$ cat config.mk
export PLATFORM = sky130hd
export DESIGN_NAME = cpu
export DESIGN_NICKNAME = d
export VERILOG_FILES = /design/src/logic/stack_pkg.sv /design/src/logic/alu.sv /design/src/logic/control_sequencer.sv /design/src/logic/cpu.sv /design/src/logic/stack.sv
export SDC_FILE = /design/constraint.sdc
export NUM_CORES = 2
export LEC_CHECK = 0
export ABC_AREA = 1
export CORE_UTILIZATION = 50
export CTS_CLUSTER_DIAMETER = 50
export DETAILED_ROUTE_END_ITERATION = 6
export DONT_BUFFER_PORTS = 1
export PLACE_DENSITY = 0.7
export REMOVE_ABC_BUFFERS = 1
export SETUP_SLACK_MARGIN = 0.4
export SLEW_MARGIN = 25
export SYNTH_ARGS = -nofsm -noshare
export SYNTH_HDL_FRONTEND = slang
export SYNTH_SLANG_ARGS = --single-unit
$ cat constraint.sdc
create_clock -name clk -period 28.5 [get_ports clk]
set_input_delay 1.425 -clock clk [delete_from_list [all_inputs] [get_ports clk]]
set_output_delay 1.425 -clock clk [all_outputs]
set_load 0.005 [all_outputs]
$ cat src/logic/stack_pkg.sv
package stack_pkg;

  // machine word and instruction word
  localparam int data_width = 16;
  localparam int insn_width = 18;

  // frame starts at top of data memory and grows toward 0
  localparam logic [data_width-1:0] fp_reset = 16'h4000;

  // alu functions, coded as the low six bits of the stack-only form
  typedef enum logic [5:0] {
    alu_pass_a = 6'h00,
    alu_inc    = 6'h01,
    alu_inc2   = 6'h02,
    alu_not_a  = 6'h04,
    alu_sign   = 6'h05,
    alu_exts   = 6'h06,
    alu_pass_b = 6'h0f,
    alu_and    = 6'h10,
    alu_or     = 6'h11,
    alu_xor    = 6'h12,
    alu_shr    = 6'h14,
    alu_sar    = 6'h15,
    alu_shl    = 6'h16,
    alu_add    = 6'h20,
    alu_sub    = 6'h21,
    alu_mul    = 6'h22,
    alu_eq     = 6'h28,
    alu_neq    = 6'h29,
    alu_lt     = 6'h2a,
    alu_le     = 6'h2b,
    alu_bt     = 6'h2c,
    alu_be     = 6'h2d
  } alu_op_e;

  // alu input a, same order as the X field of the memory forms
  typedef enum logic [1:0] {
    src_a_stk  = 2'd0,
    src_a_fp   = 2'd1,
    src_a_ip   = 2'd2,
    src_a_cstk = 2'd3
  } src_a_e;

  // alu input b
  typedef enum logic [1:0] {
    src_b_stk1 = 2'd0,
    src_b_imm  = 2'd1
  } src_b_e;

  typedef enum logic [1:0] {
    ph_fetch = 2'd0,
    ph_exec  = 2'd1,
    ph_load  = 2'd2,
    ph_halt  = 2'd3
  } phase_e;

endpackage

$ cat src/logic/alu.sv
`timescale 1ns/100ps

module alu (
  input  logic [stack_pkg::data_width-1:0] a,
  input  logic [stack_pkg::data_width-1:0] b,
  input  stack_pkg::alu_op_e               op,
  output logic [stack_pkg::data_width-1:0] result
);
  import stack_pkg::*;

  // a is the stack top or an address base
  // b is the second entry or the immediate
  logic [3:0] shamt;
  logic [2*data_width-1:0] product;

  // shift distance from b only
  assign shamt = b[3:0];
  assign product = a * b;

  always_comb begin
    case (op)
      alu_pass_a: result = a;
      alu_pass_b: result = b;
      alu_inc:    result = a + 16'd1;
      alu_inc2:   result = a + 16'd2;
      alu_not_a:  result = ~a;
      // flip sign bit, for offset-binary compares
      alu_sign:   result = a ^ 16'h8000;
      alu_exts:   result = {{8{a[7]}}, a[7:0]};
      alu_and:    result = a & b;
      alu_or:     result = a | b;
      alu_xor:    result = a ^ b;
      alu_shr:    result = a >> shamt;
      alu_sar:    result = $signed(a) >>> shamt;
      alu_shl:    result = a << shamt;
      alu_add:    result = a + b;
      alu_sub:    result = a - b;
      // low half of the product only
      alu_mul:    result = product[data_width-1:0];
      // compares give 0 or 1
      alu_eq:     result = data_width'(a == b);
      alu_neq:    result = data_width'(a != b);
      alu_lt:     result = data_width'($signed(a) < $signed(b));
      alu_le:     result = data_width'($signed(a) <= $signed(b));
      alu_bt:     result = data_width'(a < b);
      alu_be:     result = data_width'(a <= b);
      // unknown codes behave as nop
      default:    result = a;
    endcase
  end

endmodule

$ cat src/logic/control_sequencer.sv
`timescale 1ns/100ps

module control_sequencer (
  input  logic                             clk,
  input  logic                             rst,
  input  logic [stack_pkg::insn_width-1:0] insn,
  input  logic                             top_zero,
  output stack_pkg::phase_e                phase,
  output stack_pkg::alu_op_e               alu_op,
  output stack_pkg::src_a_e                src_a_sel,
  output stack_pkg::src_b_e                src_b_sel,
  output logic [stack_pkg::data_width-1:0] imm_mask,
  output logic                             imm_sign,
  output logic                             push,
  output logic                             pop,
  output logic                             load_stk,
  output logic                             cpush,
  output logic                             cpop,
  output logic                             load_fp,
  output logic                             load_ip,
  output logic                             load_insn,
  output logic                             rd_mem,
  output logic                             wr_mem,
  output logic                             byt,
  output logic                             wr_stk1,
  output logic                             halted
);
  import stack_pkg::*;

  // end-of-program mark, shadows push ffffeh
  localparam logic [insn_width-1:0] halt_code = 18'h3fffe;

  phase_e next_phase;
  logic [1:0] x_sel;
  logic is_halt, is_push_imm, is_binop, is_call, is_jmp, is_add_fp, is_jz;
  logic is_ld1, is_st1, is_ldst, is_push_x, is_stk_op, is_misc, is_ld, is_st;

  // instruction classes from the top bits
  assign is_halt     = (insn == halt_code);
  assign is_push_imm = (insn[17:16] == 2'b11) && !is_halt;
  assign is_binop    = (insn[17:16] == 2'b10);
  assign is_call     = (insn[17:14] == 4'b0000);
  assign is_jmp      = (insn[17:12] == 6'b000100);
  assign is_add_fp   = (insn[17:12] == 6'b000101);
  assign is_jz       = (insn[17:12] == 6'b000110);
  assign is_ld1      = (insn[17:14] == 4'b0010);
  assign is_st1      = (insn[17:14] == 4'b0011);
  assign is_ldst     = (insn[17:14] == 4'b0100);
  assign is_push_x   = (insn[17:14] == 4'b0101);
  assign is_stk_op   = (insn[17:11] == 7'b0111000);
  assign is_misc     = (insn[17:11] == 7'b0111001);
  // word ld/st split on bit 0, offset is even
  assign is_ld       = is_ld1 || (is_ldst && !insn[0]);
  assign is_st       = is_st1 || (is_ldst && insn[0]);
  // base register for memory forms
  assign x_sel       = insn[13:12];

  always_ff @(posedge clk, posedge rst) begin
    if (rst) begin
      phase <= ph_fetch;
    end else begin
      phase <= next_phase;
    end
  end

  always_comb begin
    case (phase)
      ph_fetch: next_phase = ph_exec;
      ph_exec: begin
        if (is_halt) begin
          next_phase = ph_halt;
        end else if (is_ld) begin
          next_phase = ph_load;
        end else begin
          next_phase = ph_fetch;
        end
      end
      ph_load: next_phase = ph_fetch;
      // halt holds until reset
      default: next_phase = ph_halt;
    endcase
  end

  always_comb begin
    alu_op    = alu_pass_a;
    src_a_sel = src_a_stk;
    src_b_sel = src_b_stk1;
    imm_mask  = 16'h0fff;
    imm_sign  = 1'b0;
    push      = 1'b0;
    pop       = 1'b0;
    load_stk  = 1'b0;
    cpush     = 1'b0;
    cpop      = 1'b0;
    load_fp   = 1'b0;
    load_ip   = 1'b0;
    load_insn = 1'b0;
    rd_mem    = 1'b0;
    wr_mem    = 1'b0;
    byt       = 1'b0;
    case (phase)
      ph_fetch: begin
        // latch insn, step ip past it
        load_insn = 1'b1;
        load_ip   = 1'b1;
        src_a_sel = src_a_ip;
        alu_op    = alu_inc;
      end
      ph_exec: begin
        if (is_push_imm) begin
          src_b_sel = src_b_imm;
          imm_mask  = 16'hffff;
          alu_op    = alu_pass_b;
          push      = 1'b1;
        end else if (is_binop) begin
          // top op uimm10
          src_b_sel = src_b_imm;
          imm_mask  = 16'h03ff;
          alu_op    = alu_op_e'(insn[15:10]);
          load_stk  = 1'b1;
        end else if (is_call) begin
          // return address through alu, target from immediate
          src_a_sel = src_a_ip;
          src_b_sel = src_b_imm;
          imm_mask  = 16'h3fff;
          cpush     = 1'b1;
          load_ip   = 1'b1;
        end else if (is_jmp || is_add_fp || is_jz) begin
          src_a_sel = is_add_fp ? src_a_fp : src_a_ip;
          src_b_sel = src_b_imm;
          imm_sign  = insn[11];
          alu_op    = alu_add;
          load_fp   = is_add_fp;
          // jz always drops the tested value
          load_ip   = is_jmp || (is_jz && top_zero);
          pop       = is_jz;
        end else if (is_ld1 || is_st1 || is_ldst || is_push_x) begin
          src_a_sel = src_a_e'(x_sel);
          src_b_sel = src_b_imm;
          imm_mask  = is_ldst ? 16'h0ffe : 16'h0fff;
          // X=0 means absolute address
          alu_op    = (x_sel == 2'd0) ? alu_pass_b : alu_add;
          byt       = is_ld1 || is_st1;
          rd_mem    = is_ld;
          wr_mem    = is_st;
          pop       = is_st;
          push      = is_push_x;
        end else if (is_stk_op) begin
          alu_op    = alu_op_e'(insn[5:0]);
          push      = insn[7];
          pop       = insn[6];
          load_stk  = 1'b1;
        end else if (is_misc) begin
          case (insn[9:0])
            // ret
            10'h000: begin
              src_a_sel = src_a_cstk;
              cpop      = 1'b1;
              load_ip   = 1'b1;
            end
            // cpop fp
            10'h002: begin
              src_a_sel = src_a_cstk;
              cpop      = 1'b1;
              load_fp   = 1'b1;
            end
            // cpush fp
            10'h003: begin
              src_a_sel = src_a_fp;
              cpush     = 1'b1;
            end
            default: ;
          endcase
        end
      end
      ph_load: begin
        // read data arrives now, push it
        push = 1'b1;
        byt  = is_ld1;
      end
      default: ;
    endcase
  end

  // only indirect stores take data from entry 1, none decoded here
  assign wr_stk1 = 1'b0;
  assign halted  = (phase == ph_halt);

  a_mem_onehot: assert property (@(posedge clk) disable iff (rst) !(rd_mem && wr_mem));
  a_insn_fetch: assert property (@(posedge clk) disable iff (rst)
    load_insn |-> phase == ph_fetch);

endmodule

$ cat src/logic/cpu.sv
`timescale 1ns/100ps

module cpu #(
  parameter int addr_width = 14
) (
  input  logic                             clk,
  input  logic                             rst,
  input  logic [stack_pkg::insn_width-1:0] rd_pmem,
  input  logic [stack_pkg::data_width-1:0] rd_data,
  output logic [stack_pkg::data_width-1:0] pmem_addr,
  output logic [addr_width-1:0]            mem_addr,
  output logic                             rd_mem,
  output logic                             wr_mem,
  output logic                             byt,
  output logic [stack_pkg::data_width-1:0] wr_data,
  output logic                             halted
);
  import stack_pkg::*;

  phase_e phase;
  alu_op_e alu_op;
  src_a_e src_a_sel;
  src_b_e src_b_sel;
  logic [data_width-1:0] imm_mask, imm;
  logic imm_sign, push, pop, load_stk, cpush, cpop, load_fp, load_ip, load_insn, wr_stk1;
  logic [data_width-1:0] fp, ip, ip_in;
  logic [insn_width-1:0] insn;
  // lane of the last data access
  logic addr0_d;
  logic [data_width-1:0] stack0, stack1, cstack0;
  logic [data_width-1:0] src_a, src_b, alu_out, stack_in, rd_fmt, wr_raw;

  // immediate field, sign fill above the mask
  assign imm = (insn[15:0] & imm_mask) | (imm_sign ? ~imm_mask : '0);

  always_comb begin
    case (src_a_sel)
      src_a_fp:   src_a = fp;
      src_a_ip:   src_a = ip;
      src_a_cstk: src_a = cstack0;
      default:    src_a = stack0;
    endcase
  end

  assign src_b = (src_b_sel == src_b_imm) ? imm : stack1;

  // byte reads come back zero-extended
  assign rd_fmt = !byt ? rd_data
                : addr0_d ? {8'h00, rd_data[15:8]}
                : {8'h00, rd_data[7:0]};
  assign stack_in = (phase == ph_load) ? rd_fmt : alu_out;

  // call takes its target from the immediate, alu carries ip to cstack
  assign ip_in = cpush ? src_b : alu_out;
  // program ram registers its read, so present the next ip early
  assign pmem_addr = load_ip ? ip_in : ip;

  assign mem_addr = alu_out[addr_width-1:0];
  assign wr_raw = wr_stk1 ? stack1 : stack0;
  // odd byte store goes in the high lane
  assign wr_data = (byt && mem_addr[0]) ? {wr_raw[7:0], 8'h00} : wr_raw;

  always_ff @(posedge clk, posedge rst) begin
    if (rst) begin
      fp   <= fp_reset;
      ip   <= '0;
      insn <= '0;
    end else begin
      if (load_fp) begin
        fp <= alu_out;
      end
      if (load_ip) begin
        ip <= ip_in;
      end
      if (load_insn) begin
        insn <= rd_pmem;
      end
    end
  end

  always_ff @(posedge clk) begin
    addr0_d <= mem_addr[0];
  end

  alu u_alu (
    .a      (src_a),
    .b      (src_b),
    .op     (alu_op),
    .result (alu_out)
  );

  // operand stack
  stack u_stack (
    .clk     (clk),
    .rst     (rst),
    .push    (push),
    .pop     (pop),
    .load    (load_stk),
    .data_in (stack_in),
    .data0   (stack0),
    .data1   (stack1)
  );

  // return addresses and saved fp
  stack u_cstack (
    .clk     (clk),
    .rst     (rst),
    .push    (cpush),
    .pop     (cpop),
    .load    (cpush),
    .data_in (alu_out),
    .data0   (cstack0),
    .data1   ()
  );

  control_sequencer u_seq (
    .clk       (clk),
    .rst       (rst),
    .insn      (insn),
    .top_zero  (stack0 == '0),
    .phase     (phase),
    .alu_op    (alu_op),
    .src_a_sel (src_a_sel),
    .src_b_sel (src_b_sel),
    .imm_mask  (imm_mask),
    .imm_sign  (imm_sign),
    .push      (push),
    .pop       (pop),
    .load_stk  (load_stk),
    .cpush     (cpush),
    .cpop      (cpop),
    .load_fp   (load_fp),
    .load_ip   (load_ip),
    .load_insn (load_insn),
    .rd_mem    (rd_mem),
    .wr_mem    (wr_mem),
    .byt       (byt),
    .wr_stk1   (wr_stk1),
    .halted    (halted)
  );

endmodule

$ cat src/logic/stack.sv
`timescale 1ns/100ps

module stack #(
  parameter int depth = 8
) (
  input  logic                             clk,
  input  logic                             rst,
  input  logic                             push,
  input  logic                             pop,
  input  logic                             load,
  input  logic [stack_pkg::data_width-1:0] data_in,
  output logic [stack_pkg::data_width-1:0] data0,
  output logic [stack_pkg::data_width-1:0] data1
);
  import stack_pkg::*;

  // entry 0 is the top
  logic [data_width-1:0] regs [depth];

  always_ff @(posedge clk, posedge rst) begin
    if (rst) begin
      for (int i = 0; i < depth; i++) begin
        regs[i] <= '0;
      end
    end else if (push) begin
      for (int i = depth - 1; i > 0; i--) begin
        regs[i] <= regs[i-1];
      end
      regs[0] <= data_in;
    end else if (pop) begin
      for (int i = 0; i < depth - 1; i++) begin
        regs[i] <= regs[i+1];
      end
      regs[depth-1] <= '0;
      // binop forms overwrite the entry that moves up
      if (load) begin
        regs[0] <= data_in;
      end
    end else if (load) begin
      regs[0] <= data_in;
    end
  end

  assign data0 = regs[0];
  assign data1 = regs[1];

  // decode never asks for both directions at once
  a_push_pop: assert property (@(posedge clk) disable iff (rst) !(push && pop));

endmodule

==> impl_metrics.csv <==
group,metric,value,unit
yosys,synth_largest_area_cell,"dfrtp_1",
critical_path,cp_top_family,"simple AND/OR/NAND/NOR gates",
clock_tree,clock_latency,530,ps
place,routabilityCongestion,1.04,
critical_path,cp.arrival,9810,ps
route,route.detailed.drc,0,
clock_tree,ctsResizeCount,0,
yosys,syn_inst,3253,
route,drt_iter0_drc,2227,
layout,fillers,4547,
critical_path,crit_start,"insn[13]",
yosys,ys_ff_latch,309,
global_routing,grt_pass1_vias,22300,
layout,drive_gt1_share,7.62,%
critical_path,cp_slowest_cell,"nor2_2",
yosys,yosysUniqueCellTypes,61,
timing,finalCritPeriodShare,39.4,%
yosys,netlist_area,24000,um^2
worst_hold_path,min_path_type,"register to register",
route,drt_first_pass_iters,6,
die,pin_count,86,
yosys,synthTopCellsByArea,"dfrtp_1 (32%), nand2_1 (9.9%), inv_1 (7.1%), fa_1 (6.8%), ha_1 (6.1%)",
yosys,synth.avg_cell_area,7.38,um^2
timing,fmax,0.0890,GHz
timing,period_minus_slack,11240,ps
clock_tree,root_buffer,"clkbuf_16",
layout,multi_input_area,13600,um^2
timing,slew_headroom,30.7,%
clock_tree,cts_made_buffers,34,
timing,finalSetupViolCount,0,
critical_path,crit_buf_inv,5,
die,core,47000,um^2
global_routing,antenna_found_initial,8,
yosys,ys_async_sr_fraction,99.7,%
die,dieArea,48900,um^2
route,drt-vias-per-instance,6.12,
yosys,ys_top_cells_by_count,"nand2_1 (634), inv_1 (451), dfrtp_1 (307)",
clock_tree,postCtsSetupBuffers,0,
timing,maxSlewViolCount,0,
global_routing,grt_max_degree,193,
route,ant_nets,0,
flow_run,cap_violations,0,
clock_tree,cts.sinks,309,
critical_path,r2r-start,"insn[13]",
global_routing,grt_pass1_wl,137,mm
layout,register_area,7730,um^2
clock_tree,cts_tree,"built",
route,num_vias,23100,
yosys,synthMostInstantiatedCell,"nand2_1",
yosys,synth_edf_count,0,
layout,layout.nets,3372,
critical_path,crit_path_end_kind,"output pin",
place,port_buffers,0,
status,status,"finished, final reports clean",
route,routed_wl,89.6,mm
die,initial_utilization,51.1,%
critical_path,crit_path_max_fanout,21,
clock_tree,cts.hold.buffers_added,0,
timing,worstMarginPinSlew,1040,ps
worst_hold_path,worstHoldStart,"u_cstack.regs[1]",
die,row_count,79,
yosys,synth.top_cell.area_share,32.0,%
clock_tree,htree_levels,2,
timing,finalHoldViolCount,0,
layout,area_growth,5.78,%
route,avgRoutedWirePerCell,23.7,um
critical_path,startpoint_type,"register",
critical_path,cp.required,27070,ps
clock_tree,cts.clk_slew.worst_paths,60,ps
critical_path,crit_top_cell,"nand2_1",
yosys,yosys_warnings,0,
clock_tree,clk_path_buf_depth,3,
yosys,synthFlopType,"dfrtp_1",
global_routing,track_usage,36.5,%
timing,clock_skew,16.1,ps
die,die_width,221,um
yosys,synth-seq-area-share,32.2,%
critical_path,max_stage_delay,580,ps
place,place_hpwl,66.8,mm
timing,setup-tns-final,0,ps
die,die_h,221,um
global_routing,overflow,0,
timing,rsz0062_at_grt,"false",
critical_path,path_class,"register to output pin",
[cells in the final DEF, fill, tap and decap left out, drive strengths merged, types with 10 or more instances in the layout]
cell    instances
nand2         667
buf            24
o21bai         11
clkbuf         48
nand4          31
inv           502
a22oi          15
nand3         250
fa             82
nor3           42
o221ai        107
dfrtp         307
o22ai          87
a21oi         136
ha            118
clkinv         10
nor2          303
o21ai         302
o211ai         35
xor2           12
[per-layer routing]
metal	part of all wire [%]	global-route usage [%]	up-vias	wire length (um)
met5	0.025	0	-	22
met4	6.5	21.2	4	5850
met3	7.8	6.96	230	6990
met2	46	59.6	991	41600
met1	39	45.2	11300	35200
li1	-	-	10600	-
[sequential cells by signal, indices dropped and copies added (netlist names)]
signal / count
u_seq.phase: 2
u_cstack.data0: 16
insn: 18
addr0_d: 1
u_cstack.data1: 16
ip: 16
u_stack.data1: 16
fp: 16
u_cstack.regs: 96
u_stack.data0: 16
u_stack.regs: 96
[metrics by stage]
stage	worst slack [ps]	utilization [%]	area (um^2)	hold WS, ps	std cells
after floorplan	18560	-	23200	448	3076
after global placement	17890	51.5	24200	466	3706
after detailed placement	17620	51.5	24200	476	3706
after CTS	17130	54.0	25300	488	3768
after global routing	16690	54.1	25400	508	3773
final	17260	54.1	25400	488	3775
[logic make-up (layout without fill, tap and decap cells)]
group	after synthesis	after routing	share of synthesized area (%)
simple gates	1314	1314	23.9
other cells	0	6	0
fa+ha+maj	200	200	13.0
xor+xnor	18	18	0.657
compound gates	732	732	18.8
flops	309	309	32.2
mux	2	2	0.0886
buf+inv	678	587	11.3
[worst reg2reg max path: cells and delay by family (launching register included)]
kind            cells  cell delay, ps
compound gates      3             460
simple gates       23            4410
flops               1             480
buf+inv             5             600
fa+ha+maj           8            3340
[cell type report]
class / count / area share, %
clock inverter: 14 / 0.680
antenna: 6 / 0.0591
multi-input combinational: 2266 / 53.5
sequential: 309 / 30.4
clock buffer: 48 / 3.96
inverter: 501 / 7.48
timing repair buffer: 24 / 0.852
tap: 607 / 2.99
[worst paths after layout]
path	to	slack (ps)	cells past startpoint
setup reg to reg	ip[15]	19080	39
hold / removal	u_cstack.regs[1]	490	2
max in group asynchronous	insn[11]	26160	3
hold reg to reg	u_cstack.regs[1]	490	2
min in group asynchronous	u_cstack.regs[16]	880	1
setup / recovery	pmem_addr[15]	17260	39
Power is left out: the tool's default activity adds up to more than one toggle a clock period on the data nets, which glitch-free logic cannot reach.
